--- config.mk ---
export PLATFORM = sky130hd
export DESIGN_NAME = qaDriverTop
export DESIGN_NICKNAME = d
export VERILOG_FILES = /design/src/common/cciPkg.sv /design/src/driver/driverCsr.sv /design/src/driver/fiuTap.sv /design/src/source/qaDriverTop.sv
export SDC_FILE = /design/constraint.sdc
export NUM_CORES = 1
export LEC_CHECK = 0
export BUFFER_PORTS_ARGS = -buffer_cell sky130_fd_sc_hd__buf_2
export CAP_MARGIN = 20
export CORE_AREA = 2 2 226 228
export CTS_CLUSTER_DIAMETER = 80
export DETAILED_ROUTE_END_ITERATION = 6
export DIE_AREA = 0 0 228 230
export PLACE_DENSITY = 0.43
export SKIP_CTS_REPAIR_TIMING = 1
export SYNTH_ARGS = -nofsm -noshare
export SYNTH_HDL_FRONTEND = slang
export SYNTH_SLANG_ARGS = --single-unit
--- constraint.sdc ---
create_clock -name clk -period 6.1 [get_ports clk]
set_clock_uncertainty 0.15 [all_clocks]
set_input_delay 1.22 -clock clk [delete_from_list [all_inputs] [get_ports clk]]
set_output_delay 1.22 -clock clk [all_outputs]
set_load 0.01 [all_outputs]
--- src/common/cciPkg.sv ---
// ======================================
// Shared definitions for the host-memory driver front block
// Line and tag widths, request and response channel structs,
// CSR indices and the CSR state seen by the tap
// ======================================

`default_nettype none

package cciPkg;

    // Width of one cache line of write data
    localparam int LineBits = 128;

    // Line address width, with no virtual addressing
    localparam int AddrBits = 32;

    // Request tag carried back in the write response
    localparam int MdataBits = 16;

    // MMIO data is one 64-bit word
    localparam int MmioDataBits = 64;

    // Only write-line requests are generated, read-line is kept for the field meaning
    typedef enum logic [0:0] {
        reqRdLine = 1'b0,
        reqWrLine = 1'b1
    } reqTypeE;

    typedef struct packed {
        reqTypeE                reqType;
        logic [AddrBits-1:0]    addr;
        logic [MdataBits-1:0]   mdata;
    } reqHdrT;

    // Write-request channel toward the host
    typedef struct packed {
        logic                   wrValid;
        reqHdrT                 hdr;
        logic [LineBits-1:0]    data;
    } c1TxT;

    // Write-response channel from the host
    typedef struct packed {
        logic                   wrValid;
        logic [MdataBits-1:0]   mdata;
    } wrRspT;

    // CSR indices, anything else reads as zero
    typedef enum logic [3:0] {
        dsmBase  = 4'd0,
        scratch  = 4'd1,
        afuIdLow = 4'd2
    } csrIndexE;

    // MMIO request from the host, at most one of the valids is set
    typedef struct packed {
        logic                       wrValid;
        logic                       rdValid;
        csrIndexE                   index;
        logic [7:0]                 tid;
        logic [MmioDataBits-1:0]    data;
    } mmioReqT;

    typedef struct packed {
        logic                       rdValid;
        logic [7:0]                 tid;
        logic [MmioDataBits-1:0]    data;
    } mmioRspT;

    // CSR state that the tap watches
    typedef struct packed {
        logic [AddrBits-1:0]    dsmBase;
        logic                   dsmBaseValid;
    } csrStateT;

endpackage

`default_nettype wire

--- src/driver/driverCsr.sv ---
// ======================================
// driverCsr: host MMIO decode
// Holds the DSM base, its valid bit and a scratch word,
// answers each MMIO read one cycle later
// ======================================

`default_nettype none

module driverCsr
#(
    // Identifier of the accelerator, the low word is readable over MMIO
    parameter logic [cciPkg::LineBits-1:0] AfuId = '0
)
(
    input  logic                clk,
    input  logic                reset,

    input  cciPkg::mmioReqT     mmioReq,
    output cciPkg::mmioRspT     mmioRsp,

    output cciPkg::csrStateT    csrState
);

    // Free read/write word for software
    logic [cciPkg::MmioDataBits-1:0] scratchReg;

    // Value of the register addressed by the current read
    logic [cciPkg::MmioDataBits-1:0] rdData;

    // Read mux over the CSR index
    always_comb
    begin
        case (mmioReq.index)
            cciPkg::dsmBase:
            begin
                rdData = cciPkg::MmioDataBits'(csrState.dsmBase);
            end
            cciPkg::scratch:
            begin
                rdData = scratchReg;
            end
            cciPkg::afuIdLow:
            begin
                rdData = AfuId[cciPkg::MmioDataBits-1:0];
            end
            default:
            begin
                // Unmapped index
                rdData = '0;
            end
        endcase
    end

    // Register writes land in the cycle after the request
    always_ff @(posedge clk)
    begin
        if (reset)
        begin
            csrState.dsmBaseValid <= 1'b0;
        end
        else if (mmioReq.wrValid)
        begin
            case (mmioReq.index)
                cciPkg::dsmBase:
                begin
                    // Only the low line-address bits are kept
                    csrState.dsmBase      <= mmioReq.data[cciPkg::AddrBits-1:0];
                    // Stays set until the next reset
                    csrState.dsmBaseValid <= 1'b1;
                end
                cciPkg::scratch:
                begin
                    scratchReg <= mmioReq.data;
                end
                default:
                begin
                    // The AFU ID is read-only, other indices are ignored
                end
            endcase
        end
    end

    // One response per read request, with the request's tid
    always_ff @(posedge clk)
    begin
        if (reset)
        begin
            mmioRsp.rdValid <= 1'b0;
        end
        else
        begin
            mmioRsp.rdValid <= mmioReq.rdValid;
            mmioRsp.tid     <= mmioReq.tid;
            mmioRsp.data    <= rdData;
        end
    end

    // Host issues either a write or a read in one cycle, never both
    assert property (@(posedge clk) disable iff (reset)
        !(mmioReq.wrValid && mmioReq.rdValid));

endmodule

`default_nettype wire

--- src/driver/fiuTap.sv ---
// ======================================
// fiuTap: tap on the host write channels
// Forwards AFU writes, injects the DSM writes into idle slots,
// filters write responses carrying the driver tag
// ======================================

`default_nettype none

module fiuTap
#(
    parameter logic [cciPkg::LineBits-1:0]  AfuId      = '0,
    // Mdata of every injected write, its responses never reach the AFU
    parameter logic [cciPkg::MdataBits-1:0] WriteTag   = '1,
    // Send MMIO read results as a write to DSM line 1
    parameter bit                           MmioViaDsm = 1'b1
)
(
    input  logic                clk,
    input  logic                reset,

    input  cciPkg::c1TxT        afuTx,
    output cciPkg::c1TxT        hostTx,

    input  logic                hostAlmFull,
    output logic                afuAlmFull,

    input  cciPkg::wrRspT       hostRsp0,
    input  cciPkg::wrRspT       hostRsp1,
    output cciPkg::wrRspT       afuRsp0,
    output cciPkg::wrRspT       afuRsp1,

    input  cciPkg::csrStateT    csrState,
    input  cciPkg::mmioRspT     mmioRsp,
    output cciPkg::mmioRspT     hostMmioRsp
);

    // Set once the AFU ID has gone out to DSM line 0
    logic afuIdWritten;

    // One-entry holding register for an MMIO read result
    cciPkg::mmioRspT heldRsp;

    logic injSlot;
    logic sendAfuId;
    logic sendHeld;

    // A slot is free when the host has room and the AFU is silent
    assign injSlot   = !hostAlmFull && !afuTx.wrValid;
    assign sendAfuId = injSlot && csrState.dsmBaseValid && !afuIdWritten;
    // The AFU ID write goes first when both are pending
    assign sendHeld  = injSlot && heldRsp.rdValid && !sendAfuId;

    assign afuAlmFull = hostAlmFull;

    // Drops a response that answers one of the injected writes
    function automatic cciPkg::wrRspT filterRsp(input cciPkg::wrRspT rsp);
        cciPkg::wrRspT res;
        res = rsp;
        if (rsp.mdata == WriteTag)
        begin
            res.wrValid = 1'b0;
        end
        return res;
    endfunction

    assign afuRsp0 = filterRsp(hostRsp0);
    assign afuRsp1 = filterRsp(hostRsp1);

    always_comb
    begin
        // AFU traffic passes through unchanged by default
        hostTx = afuTx;

        if (sendAfuId)
        begin
            hostTx.wrValid = 1'b1;
            hostTx.hdr     = '{reqType: cciPkg::reqWrLine,
                               addr:    csrState.dsmBase,
                               mdata:   WriteTag};
            hostTx.data    = AfuId;
        end
        else if (sendHeld)
        begin
            hostTx.wrValid = 1'b1;
            hostTx.hdr     = '{reqType: cciPkg::reqWrLine,
                               addr:    csrState.dsmBase + cciPkg::AddrBits'(1),
                               mdata:   WriteTag};
            hostTx.data    = '0;
            hostTx.data[cciPkg::MmioDataBits-1:0] = heldRsp.data;
            // Bit 64 tells software that the line was written
            hostTx.data[64] = 1'b1;
        end
    end

    // In compatibility mode the result only reaches software through DSM
    always_comb
    begin
        hostMmioRsp = mmioRsp;
        if (MmioViaDsm)
        begin
            hostMmioRsp.rdValid = 1'b0;
        end
    end

    always_ff @(posedge clk)
    begin
        if (reset)
        begin
            afuIdWritten <= 1'b0;
        end
        else if (sendAfuId)
        begin
            afuIdWritten <= 1'b1;
        end
    end

    // Capture a read result, release it in the cycle it is sent
    always_ff @(posedge clk)
    begin
        if (reset)
        begin
            heldRsp.rdValid <= 1'b0;
        end
        else if (MmioViaDsm && mmioRsp.rdValid)
        begin
            heldRsp <= mmioRsp;
        end
        else if (sendHeld)
        begin
            heldRsp.rdValid <= 1'b0;
        end
    end

    // Software waits for each result, so the register is empty when the next arrives
    assert property (@(posedge clk) disable iff (reset)
        (MmioViaDsm && mmioRsp.rdValid) |-> !heldRsp.rdValid);

    // A tagged write on the host side is always ours and must sit in a free slot
    assert property (@(posedge clk) disable iff (reset)
        (hostTx.wrValid && hostTx.hdr.mdata == WriteTag) |-> (!afuTx.wrValid && !hostAlmFull));

endmodule

`default_nettype wire

--- src/source/qaDriverTop.sv ---
// ======================================
// qaDriverTop: driver front block
// Joins the CSR decode and the host channel tap
// ======================================

`default_nettype none

module qaDriverTop
#(
    parameter logic [cciPkg::LineBits-1:0]  AfuId      = '0,
    parameter logic [cciPkg::MdataBits-1:0] WriteTag   = '1,
    parameter bit                           MmioViaDsm = 1'b1
)
(
    input  logic                clk,
    input  logic                reset,

    // Host side
    input  cciPkg::mmioReqT     hostMmio,
    output cciPkg::mmioRspT     hostMmioRsp,
    input  logic                hostAlmFull,
    input  cciPkg::wrRspT       hostRsp0,
    input  cciPkg::wrRspT       hostRsp1,
    output cciPkg::c1TxT        hostTx,

    // AFU side
    input  cciPkg::c1TxT        afuTx,
    output logic                afuAlmFull,
    output cciPkg::wrRspT       afuRsp0,
    output cciPkg::wrRspT       afuRsp1
);

    // CSR state and raw read responses feeding the tap
    cciPkg::csrStateT csrState;
    cciPkg::mmioRspT  mmioRsp;

    driverCsr #(
        .AfuId      (AfuId)
    ) driverCsrInst (
        .clk        (clk),
        .reset      (reset),
        .mmioReq    (hostMmio),
        .mmioRsp    (mmioRsp),
        .csrState   (csrState)
    );

    // The tap owns every host and AFU output
    fiuTap #(
        .AfuId       (AfuId),
        .WriteTag    (WriteTag),
        .MmioViaDsm  (MmioViaDsm)
    ) fiuTapInst (
        .clk         (clk),
        .reset       (reset),
        .afuTx       (afuTx),
        .hostTx      (hostTx),
        .hostAlmFull (hostAlmFull),
        .afuAlmFull  (afuAlmFull),
        .hostRsp0    (hostRsp0),
        .hostRsp1    (hostRsp1),
        .afuRsp0     (afuRsp0),
        .afuRsp1     (afuRsp1),
        .csrState    (csrState),
        .mmioRsp     (mmioRsp),
        .hostMmioRsp (hostMmioRsp)
    );

endmodule

`default_nettype wire

* After elaboration in Yosys (flattened, before gate mapping)
Cells that the tools add are included.
** Storage, ports and cells
- Logic and storage cells :: 36
- Output and inout port bits :: 286
- Bits in registers :: 236
** Cells by class
- Reductions and logical operators :: 15
- Bitwise logic cells :: 1
- Muxes and demuxes :: 7
- Add/subtract/negate cells :: 1
- Equality and inequality tests :: 3
** Operator list (number)
- $mux 178 :: 2
- $pmux 64 s2 :: 1
- $add 32x1->32 const B :: 1
- $eq 16x16->1 const B :: 2
- $reduce_and 3->1 :: 2
- $logic_and 1x1->1 :: 5
- $eq 4x1->1 const B :: 1
- $logic_not 1->1 :: 4
- $logic_not 4->1 :: 1
- $mux 1 :: 4
- $reduce_and 2->1 :: 2
- $reduce_bool 2->1 :: 1
- $not 1->1 :: 1

* Longest topological paths before layout
Gate-level depths: netlist of run 1.
- Word-level depth :: 8
- Mapped depth :: 7
- Depth with buffers taken out :: 6

* Hierarchy
A second synthesis of run 1 with hierarchy kept.
** Second synthesis, totals
- Cells, all modules :: 957
- Area, all modules :: 11260.8 um2
** Modules (own cells, without submodules)
- driverCsr :: area each 5715.5 um2, cells an instance 252, instances 1
- fiuTap :: area each 5545.3 um2, cells an instance 705, instances 1

* Worst setup path after synthesis of run 1
Ideal clock, no wire load.
- Path type :: input to register
- Start point :: input reset
- End point :: register driverCsrInst.scratchReg[0] (netlist name), enable pin
- Slack :: 1088 ps
- Path buffers :: 0
- Stages :: 2
- Library setup time :: 429 ps
- Data required time :: 5521 ps
- Arrival :: 4433 ps
- Cells stage by stage :: inv_1 -> and3_1
** On the way
- Word-level cells in the longest chain between the ends :: 2
** Ends and longest elaborated chain
- start: declaration :: RTL line qaDriverTop.sv:16 : input logic reset,
- $not 1->1 (no line)
- $reduce_and 3->1 (no line)
- end signal: assignment :: RTL line driverCsr.sv:73 : scratchReg <= mmioReq.data;
- end: declaration :: RTL line driverCsr.sv:25 : logic [cciPkg::MmioDataBits-1:0] scratchReg;
Every way passes these cells.
A chain may end at the register's enable or synchronous reset.

==> reports/metrics.yaml, run 1 <==
worst_setup_path:
  arrival_ns: 3.31
  timing.rr.start: "fiuTapInst.heldRsp[72]"
  crit_path_end_kind: "output port"
  crit_fanout: 56
  path_class: "in2out"
  startpoint: "afuTx[177]"
  cp-start-kind: "input port"
  crit_required_ns: 4.73
layout:
  area_growth_pct: 33.4
  fin_area_mm2: 0.0152
  mostFrequentLayoutCell: "buf_2"
  num-fill-cells: 5254
  mostFrequentLayoutCells: "buf_2 (577), edfxtp_1 (232), nand2_1 (153)"
  register_area_mm2: 0.00705
  multiInputGateArea_mm2: 0.00333
  drive_gt1_frac: 0.445
  fin_util: 0.306
  nNetsFinal: 1738
floorplan:
  num_rows: 82
  die_h_um: 230
  start_util: 0.229
  core-area_mm2: 0.0499
  dieWidth_um: 228
  io_pins: 579
  die-area_mm2: 0.0524
power:
  ir_drop_mv: 0.192
  power_frac_comb: 0.109
  power_frac_seq: 0.453
  power_density_mw_per_mm2: 268
  p_leak_nw: 6.58
  internal_power_mw: 3.12
  power_switching_mw: 0.958
  clkPwrFrac: 0.438
  swShare: 0.235
synthesis:
  synth.yosys.warnings: 0
  ys_async_sr_fraction: 0
  syn_inst: 992
  ys_top_cells_by_area: "edfxtp_1 (61%), buf_4 (7.1%), nand2_1 (5.1%), a21oi_1 (3.8%), and2_1 (3.6%)"
  ys_ff_latch: 236
  syn_nets: 1286
  synth_seq_area_share: 0.617
  synth_top_area_share: 0.610
  synth_area_per_cell_um2: 11.5
  synth-edff-count: 232
  synth_top_cell_by_area: "edfxtp_1"
  synth_ff_type: "edfxtp_1"
  synth.distinct_cells: 62
  synthesis.area_mm2: 0.0114
clock_tree:
  root_buffer: "clkbuf_16"
  cts_buffer_depth: 3
  clk_latency_ns: 0.56
  htree_levels: 1
  cts_tree: "built"
  cts_inserted_buffers: 29
  numClockSinks: 236
  clk_pin_slew_ns: 0.06
timing:
  setup_viol: 0
  clock.fmax_mhz: 214
  rsz0062_at_grt: "false"
  slew-limit-headroom: 0.282
  tightest_slew_ns: 1.08
  post-route-min-period_ns: 4.68
  tns_ns: 0
  holdWs_ns: 0.291
  report.final.slew_viol_count: 0
  post-route-period-util: 0.768
  hold_viol_final: 0
place:
  place_area_mm2: 0.0142
  gp_congestion: 0.932
  place_hpwl_um: 34800
  port_buffers: 577
routing:
  ant_nets: 0
  via_per_inst: 4.42
  route.detailed.drc: 0
  wl_per_cell_um: 21.1
  dr.pass1.iters: 5
  wl_um: 45300
  vias: 9471
  drtIter0Drc: 547
grt:
  grt_pass1_vias: 9357
  grt_first_pass_wirelength_um: 63200
  overflow: 0
  grt_use_total: 0.164
  antenna_found_initial: 10
  grt_max_degree: 109
min_path:
  hp-start: "driverCsrInst.mmioRsp[48]"
  hold_class: "reg2reg"
run_status:
  status: "finished clean"
flow_run:
  cap_violations: 0
[metrics by stage]
step | setup slack, ns | total power, mW | std cells
final | 1.42 | 4.08 | 2143
after global routing | 1.20 | 4.24 | 2142
after CTS | 1.35 | 4.15 | 2137
after detailed placement | 1.34 | 2.34 | 2085
after global placement | 1.38 | 2.33 | 2085
after floorplan | 1.09 | 2.10 | 992
[path summary, 6_finish.rpt]
path                                          endpoint  slack (ns)  cells after the start
worst max-delay path                       hostTx[175]        1.42                      8
worst min-delay path            fiuTapInst.heldRsp[48]        0.29                      0
worst max register to register  fiuTapInst.heldRsp[72]        3.60                      5
worst min register to register  fiuTapInst.heldRsp[48]        0.29                      0
[cells in the mapped netlist (17+ instances only)]
library cell and number:
or3_1 19, buf_4 108, and3_1 39, nand3_1 21, a21oi_1 86, clkbuf_1 38, nor2_1 31, nand2_1 154
o21ai_0 17, and2_1 66, a22o_1 32, edfxtp_1 232, nand4_1 23
[worst max-delay path, stage by stage]
cell,delay [ns]
buf_2,0.15
nor2_2,0.41
nand2_4,0.44
buf_4,0.44
nand2_1,0.12
a21oi_1,0.04
nor3_1,0.23
buf_2,0.17
[cells by family (layout without fill, tap and decap cells)]
family	Yosys count	in the layout	synth area share
AND/OR/NAND/NOR	385	385	0.175
adder cells (fa/ha/maj)	1	1	0.00110
multiplexers	6	6	0.00526
other	1	7	0.000328
buffers and inverters	177	650	0.0955
AO/OA/AOI/OAI	186	186	0.106
flip-flops	236	236	0.617
[metal layers]
layer	vias up	GRT usage	wire [um]
li1	4445	-	-
met3	77	0.0274	2660
met1	4491	0.195	18000
met2	454	0.293	22800
met4	4	0.0666	1800
met5	-	0	22
[cell type report]
class	count	share of cell area
antenna	6	0.000985
sequential	236	0.462
clock buffer	36	0.0500
clock inverter	16	0.0149
inverter	10	0.00254
multi-input combinational	579	0.218
timing repair buffer	588	0.196
tap	672	0.0552
[registers in the layout, indices dropped and copies added, names as in the netlist]
| register | flops |
|---|---|
| driverCsrInst.mmioRsp | 73 |
| fiuTapInst.heldRsp | 65 |
| driverCsrInst.scratchReg | 64 |
| driverCsrInst.csrState | 33 |
| fiuTapInst.afuIdWritten | 1 |
[power by group through the flow]
stage	clock [mW]	sequential, mW	combinational (mW)
global route	1.90	1.85	0.484
global placement	0	1.88	0.452
detailed placement	0	1.88	0.454
floorplan	0	1.87	0.231
finish	1.79	1.85	0.447
CTS	1.85	1.85	0.455
Power figures use the tool's default switching activity.
==> run 2, diff against run 1 <==
- ABC_AREA: not set -> 1
- CORE_AREA: 2 2 226 228 -> 2 2 224 226
- DIE_AREA: 0 0 228 230 -> 0 0 226 228
- PLACE_DENSITY: 0.43 -> 0.45
- clock period: 6.1 -> 4.5 ns (I/O delays scaled with it)
==> run 2 against run 1 <==
  * Count of clock-buffer cells in the layout fell by 3
  * Sequential power rose by 35%
  * Sequential cell count did not move
  * Core utilization rose by 1.2 points
  * Register-to-register slack got worse by 0.89 ns
  * Sequential share of layout area fell by 1.3 points
  * Global-route usage rose by 1.8 points
  * Area after synthesis rose by 4.2%
  * Cell count rose by 14%
  * Critical endpoint is now hostTx[95]
  * Largest power group unchanged
==> reports/metrics.yaml, run 2 <==
clock_tree:
  clk_latency_ns: 0.57  # about the same
  cts_tree: "built"
  cts_inserted_buffers: 29  # unchanged
  root_buffer: "clkbuf_16"
  cts_buffer_depth: 3  # unchanged
  numClockSinks: 236  # unchanged
  htree_levels: 1  # unchanged
  clk_pin_slew_ns: 0.06  # about the same
floorplan:
  start_util: 0.241  # +0.0120
  core-area_mm2: 0.0493  # -1.0%
  die_h_um: 228  # -0.87%
  num_rows: 82  # unchanged
  io_pins: 579  # unchanged
  die-area_mm2: 0.0515  # -1.7%
  dieWidth_um: 226  # -0.88%
synthesis:
  synth_ff_type: "edfxtp_1"
  yosys.area_share.xor_xnor: 0.00221  # +0.00221
  ys_ff_latch: 236  # unchanged
  synth.yosys.warnings: 0  # unchanged
  synth.most_common_cell: "nor2_1"
  yosys.area_share.simple: 0.219  # +0.0438
  syn_nets: 1576  # +23%
  synth_top_family_by_area: "simple AND/OR/NAND/NOR gates"
  synth_top_area_share: 0.586  # -0.0244
  synth_fa_ha_area_frac: 0.00105  # -0.0000438
  synth_compound_area_frac: 0.0589  # -0.0466
  syn_inst: 1282  # +29%
  synth.area.mux_share: 0  # -0.00526
  synthesis.area_mm2: 0.0119  # +4.2%
  ys_top_cells_by_area: "edfxtp_1 (59%), nor2_1 (8.9%), nand2_1 (8.0%), buf_4 (6.9%), o21ai_0 (3.8%)"
  synth_seq_area_share: 0.592  # -0.0247
  synth_area_per_cell_um2: 9.28  # -19%
  synth_top_cell_by_area: "edfxtp_1"
  ys_async_sr_fraction: 0  # unchanged
  synth.distinct_cells: 35  # -44%
  synthTopCellsByCount: "nor2_1 (283), nand2_1 (255), edfxtp_1 (232)"
  synth-edff-count: 232  # unchanged
worst_setup_path:
  cp-start-kind: "input port"
  worstRegToRegCells: 3  # -2
  path_class: "in2out"
  crit_path_end_kind: "output port"
  arrival_ns: 2.57  # -0.74 ns
  crit_required_ns: 3.45  # -1.28 ns
  crit_fanout: 155  # +180%
power:
  ir_drop_mv: 0.269  # +40%
  clkPwrFrac: 0.427  # -0.011
  power_density_mw_per_mm2: 349  # +30%
  swShare: 0.253  # +0.0177
  power_frac_comb: 0.116  # +0.007
  p_leak_nw: 7.39  # +12%
  internal_power_mw: 4.09  # +31%
  power_frac_seq: 0.457  # +0.004
  power_switching_mw: 1.38  # +44%
grt:
  grt_most_used_layer: "met2"
  grt_pass1_vias: 10045  # +7.4%
  grt_max_degree: 156  # +43%
  use_met1: 0.228  # +0.0327
  antenna_found_initial: 9  # -1
  met2_usage: 0.319  # +0.0262
  overflow: 0  # unchanged
  grt_first_pass_wirelength_um: 68500  # +8.4%
  use_met3: 0.0273  # -0.000100
  grt_use_total: 0.182  # +0.0179
timing:
  post-route-period-util: 0.805
  holdWs_ns: 0.290  # -0.000812 ns
  rsz0062_at_grt: "false"
  tightest_slew_ns: 1.10  # +0.0265 ns
  slew-limit-headroom: 0.264  # -0.0176
  report.final.slew_viol_count: 0  # unchanged
  tns_ns: 0  # unchanged
  post-route-min-period_ns: 3.62
  clock.fmax_mhz: 276
  setup_viol: 0  # unchanged
  hold_viol_final: 0  # unchanged
  setup_ws_ns: 0.878  # -0.541 ns
routing:
  wl_per_cell_um: 20.3  # -4.2%
  route.detailed.drc: 0  # unchanged
  dr.pass1.iters: 5  # unchanged
  wl_um: 49300  # +8.8%
  vias: 10323  # +9.0%
  drtIter0Drc: 770  # +41%
  via_per_inst: 4.24  # -4.0%
  ant_nets: 0  # unchanged
layout:
  mostFrequentLayoutCell: "buf_2"
  fin_cells: 2433  # +14%
  mostFrequentLayoutCells: "buf_2 (577), nor2_1 (282), nand2_1 (254)"
  area_growth_pct: 31.8
  num-fill-cells: 5323  # +1.3%
  drive_gt1_frac: 0.379  # -0.0659
  top_register: "driverCsrInst.mmioRsp"
  reg.largest.list: "driverCsrInst.mmioRsp: 73 flops, fiuTapInst.heldRsp: 65 flops, driverCsrInst.scratchReg: 64 flops"
  largest_reg_flops: 73  # unchanged
  nNetsFinal: 2031  # +17%
run_status:
  status: "finished clean"
min_path:
  hold_class: "reg2reg"
  hold_path_depth: 0  # unchanged
place:
  gp_congestion: 0.934  # +0.27%
  dp_cells: 2378  # +14%
  place_hpwl_um: 37800  # +8.7%
  dp_slack_ns: 0.917  # -0.427 ns
  port_buffers: 577  # unchanged
flow_run:
  cap_violations: 0  # unchanged
## run 2: worst max-delay path: stages
cell and delay (ns):
buf_2 0.12, nor2_4 0.07, nand2_4 0.07, buf_12 0.33
nand2_1 0.16, nor2_1 0.31, buf_2 0.20
## run 2: stage by stage
step	power [mW]	cell area, um^2	util
CTS	5.56	15700	0.318
detailed placement	3.19	14700	0.298
floorplan	2.85	11900	-
finish	5.47	15700	0.318
global route	5.68	15700	0.318
global placement	3.19	14700	0.298
## run 2: power by group through the flow
stage	combinational, mW	clock, mW	sequential (mW)
final	0.634	2.34	2.50
after global routing	0.689	2.49	2.51
after CTS	0.645	2.41	2.50
after detailed placement	0.642	0	2.55
after global placement	0.644	0	2.55
after floorplan	0.313	0	2.54
## run 2: layer usage
layer	part of all wire	vias to the layer above
met5	0.0011	-
met4	0.030	10
met3	0.054	71
met2	0.50	351
met1	0.42	4892
li1	-	4999
## run 2: final cells by class
class,instances,area (um^2),share of cell area
antenna,2,5.00,0.000319
multi-input combinational,768,3380,0.216
tap,672,841,0.0536
timing repair buffer,590,3040,0.194
sequential,236,7050,0.450
clock buffer,33,741,0.0473
inverter,112,423,0.0270
clock inverter,20,201,0.0129
## run 2: logic make-up (layout without fill, tap and decap cells)
group,Yosys count,in the layout
AOI/OAI and AO/OA,131,131
xor gates and xnor gates,3,3
adders and majority gates,1,1
buffers and inverters,278,755
DFF,236,236
other,1,3
and+or+nand+nor,632,632
## run 2: final timing paths
path                                   from                endpoint  slack, ns
setup reg to reg  driverCsrInst.mmioRsp[72]  fiuTapInst.heldRsp[17]       2.71
hold reg to reg   driverCsrInst.mmioRsp[44]  fiuTapInst.heldRsp[44]       0.29
setup / recovery                 afuTx[177]              hostTx[95]       0.88
hold / removal    driverCsrInst.mmioRsp[44]  fiuTapInst.heldRsp[44]       0.29
==> run 3, diff against run 2 <==
- clock period: 4.5 -> 3.8 ns (I/O delays scaled with it)
==> run 3 against run 2 <==
  * Critical path depth up 3
  * Sequential share of layout area shrank 0.21 points
  * Sequential power up 18%
  * Largest power group unchanged
  * Register-to-register slack worse by 0.38 ns
  * Largest cell class unchanged
  * Worst setup slack got worse by 0.47 ns
==> reports/metrics.yaml, run 3 (synthesis gave the netlist of run 2 again) <==
layout:
  area_growth_pct: 32.4
  num-fill-cells: 5233  # -1.7%
  reg.largest.list: "driverCsrInst.mmioRsp: 73 flops, fiuTapInst.heldRsp: 65 flops, driverCsrInst.scratchReg: 64 flops"
  nNetsFinal: 2036  # +0.25%
  mostFrequentLayoutCell: "buf_2"
  drive_gt1_frac: 0.383  # +0.00403
  top_register: "driverCsrInst.mmioRsp"
  fin_util: 0.319  # +0.00147
  largest_reg_flops: 73  # unchanged
  mostFrequentLayoutCells: "buf_2 (577), nor2_1 (282), nand2_1 (254)"
timing:
  slew-limit-headroom: 0.432  # +0.168
  rsz0062_at_grt: "false"
  holdWs_ns: 0.212  # -0.0781 ns
  report.final.slew_viol_count: 0  # unchanged
  post-route-period-util: 0.892
  setup_viol: 0  # unchanged
  clock.fmax_mhz: 295
  tns_ns: 0  # unchanged
  tightest_slew_ns: 0.849  # -0.254 ns
  hold_viol_final: 0  # unchanged
  post-route-min-period_ns: 3.39
grt:
  grt_pass1_vias: 10185  # +1.4%
  grt_use_total: 0.181  # -0.000301
  overflow: 0  # unchanged
  antenna_found_initial: 14  # +5
  grt_max_degree: 156  # unchanged
  grt_first_pass_wirelength_um: 68400  # about the same
min_path:
  hold_class: "in2reg"
  hold_path_depth: 1  # +1
worst_setup_path:
  rrSetupSlack_ns: 2.33  # -0.38 ns
  cp_slowest_stage_delay_ns: 0.44  # +0.11 ns
  path_common_cell: "nand2_1"
  worstRegToRegCells: 4  # +1
  timing.rr.start: "fiuTapInst.afuIdWritten"
  crit_fanout: 5  # -97%
  crit_required_ns: 2.89  # -0.56 ns
  rr_endpoint: "fiuTapInst.afuIdWritten"
  cp-start-kind: "flip-flop"
  path_class: "reg2out"
  cp-endpoint: "hostTx[164]"
  startpoint: "driverCsrInst.csrState[15]"
  cpMaxStageDelayCell: "nor2_1"
  arrival_ns: 2.48  # -0.09 ns
  worstPathCellList: "nand2_1 -> nor2_1 -> nand2_1 -> nor2_4 -> nand2_1 -> nand2_1 -> nand3_1 -> nand2_1 -> nand2_1 -> buf_2"
  crit_path_end_kind: "output port"
routing:
  drtIter0Drc: 817  # +6.1%
  dr.pass1.iters: 5  # unchanged
  vias: 10569  # +2.4%
  wl_um: 48900  # -0.76%
  wl_per_cell_um: 20.1  # -1.0%
  route.detailed.drc: 0  # unchanged
  via_per_inst: 4.33  # +2.1%
  ant_nets: 0  # unchanged
floorplan:
  num_rows: 82  # unchanged
  dieWidth_um: 226  # unchanged
  core-area_mm2: 0.0493  # unchanged
  start_util: 0.241  # unchanged
  io_pins: 579  # unchanged
  die_h_um: 228  # unchanged
  die-area_mm2: 0.0515  # unchanged
place:
  gp_congestion: 0.900  # -3.7%
  port_buffers: 577  # unchanged
  place_hpwl_um: 37400  # -1.1%
clock_tree:
  clk_pin_slew_ns: 0.06  # about the same
  htree_levels: 1  # unchanged
  cts_tree: "built"
  cts_buffer_depth: 3  # unchanged
  numClockSinks: 236  # unchanged
  cts_inserted_buffers: 30  # +3.4%
  root_buffer: "clkbuf_16"
  clk_latency_ns: 0.57  # about the same
run_status:
  status: "finished clean"
power:
  ir_drop_mv: 0.315  # +17%
  p_leak_nw: 7.43  # +0.55%
  power_density_mw_per_mm2: 408  # +17%
flow_run:
  cap_violations: 0  # unchanged
-- run 3: changes by cell type in the layout (fill, tap and decap cells not counted), sizes merged --
cell / before / now
diode: 2 / 4
buf: 590 / 594
inv: 113 / 116
bufinv: 3 / 1
clkinv: 12 / 14
clkbuf: 33 / 31
-- run 3: final cells by class --
class	instances	area, um^2	area share
diodes	4	10.0	0.000636
clock buffers	31	754	0.0479
clock inverters	23	194	0.0123
inverters	112	423	0.0269
multi-input cells	768	3390	0.215
flip-flops and latches	236	7050	0.448
well taps	672	841	0.0534
repair buffers	594	3090	0.196
-- run 3: worst min path at each step --
stage	startpoint	slack, ns	endpoint
after detailed placement	driverCsrInst.mmioRsp[57]	0.28	fiuTapInst.heldRsp[57]
after CTS	hostMmio[38]	0.17	driverCsrInst.scratchReg[38]
after global routing	hostMmio[59]	0.17	driverCsrInst.scratchReg[59]
after floorplan	driverCsrInst.mmioRsp[0]	0.28	fiuTapInst.heldRsp[0]
after global placement	driverCsrInst.mmioRsp[48]	0.28	fiuTapInst.heldRsp[48]
final	hostMmio[36]	0.21	driverCsrInst.scratchReg[36]
-- run 3: per-layer routing --
metal / wire (um) / GRT usage
met5: 96 / 0
met4: 1330 / 0.0573
met1: 19700 / 0.222
met2: 24500 / 0.319
met3: 3250 / 0.0357
-- run 3: critical path, delay by kind of cell (launching register included) --
kind | cells | cell delay [ns]
flip-flops | 1 | 0.43
buffers and inverters | 1 | 0.13
AND/OR/NAND/NOR | 9 | 1.35
-- run 3: power breakdown --
part	switching (mW)	leakage (nW)	internal, mW
Combinational	0.434	4.71	0.305
Clock	1.19	0.458	1.54
Sequential	0.0338	2.26	2.93
-- run 3: metrics by stage --
stage | area (um^2) | setup WS, ns | total power [mW] | instances
3_3_place_gp | 14800 | 0.566 | 3.77 | 2382
5_1_grt | 15700 | 0.308 | 6.70 | 2438
3_5_place_dp | 14800 | 0.533 | 3.77 | 2382
2_1_floorplan | 11900 | 0.493 | 3.37 | 1282
4_1_cts | 15700 | 0.438 | 6.54 | 2436
6_report | 15700 | 0.410 | 6.43 | 2440
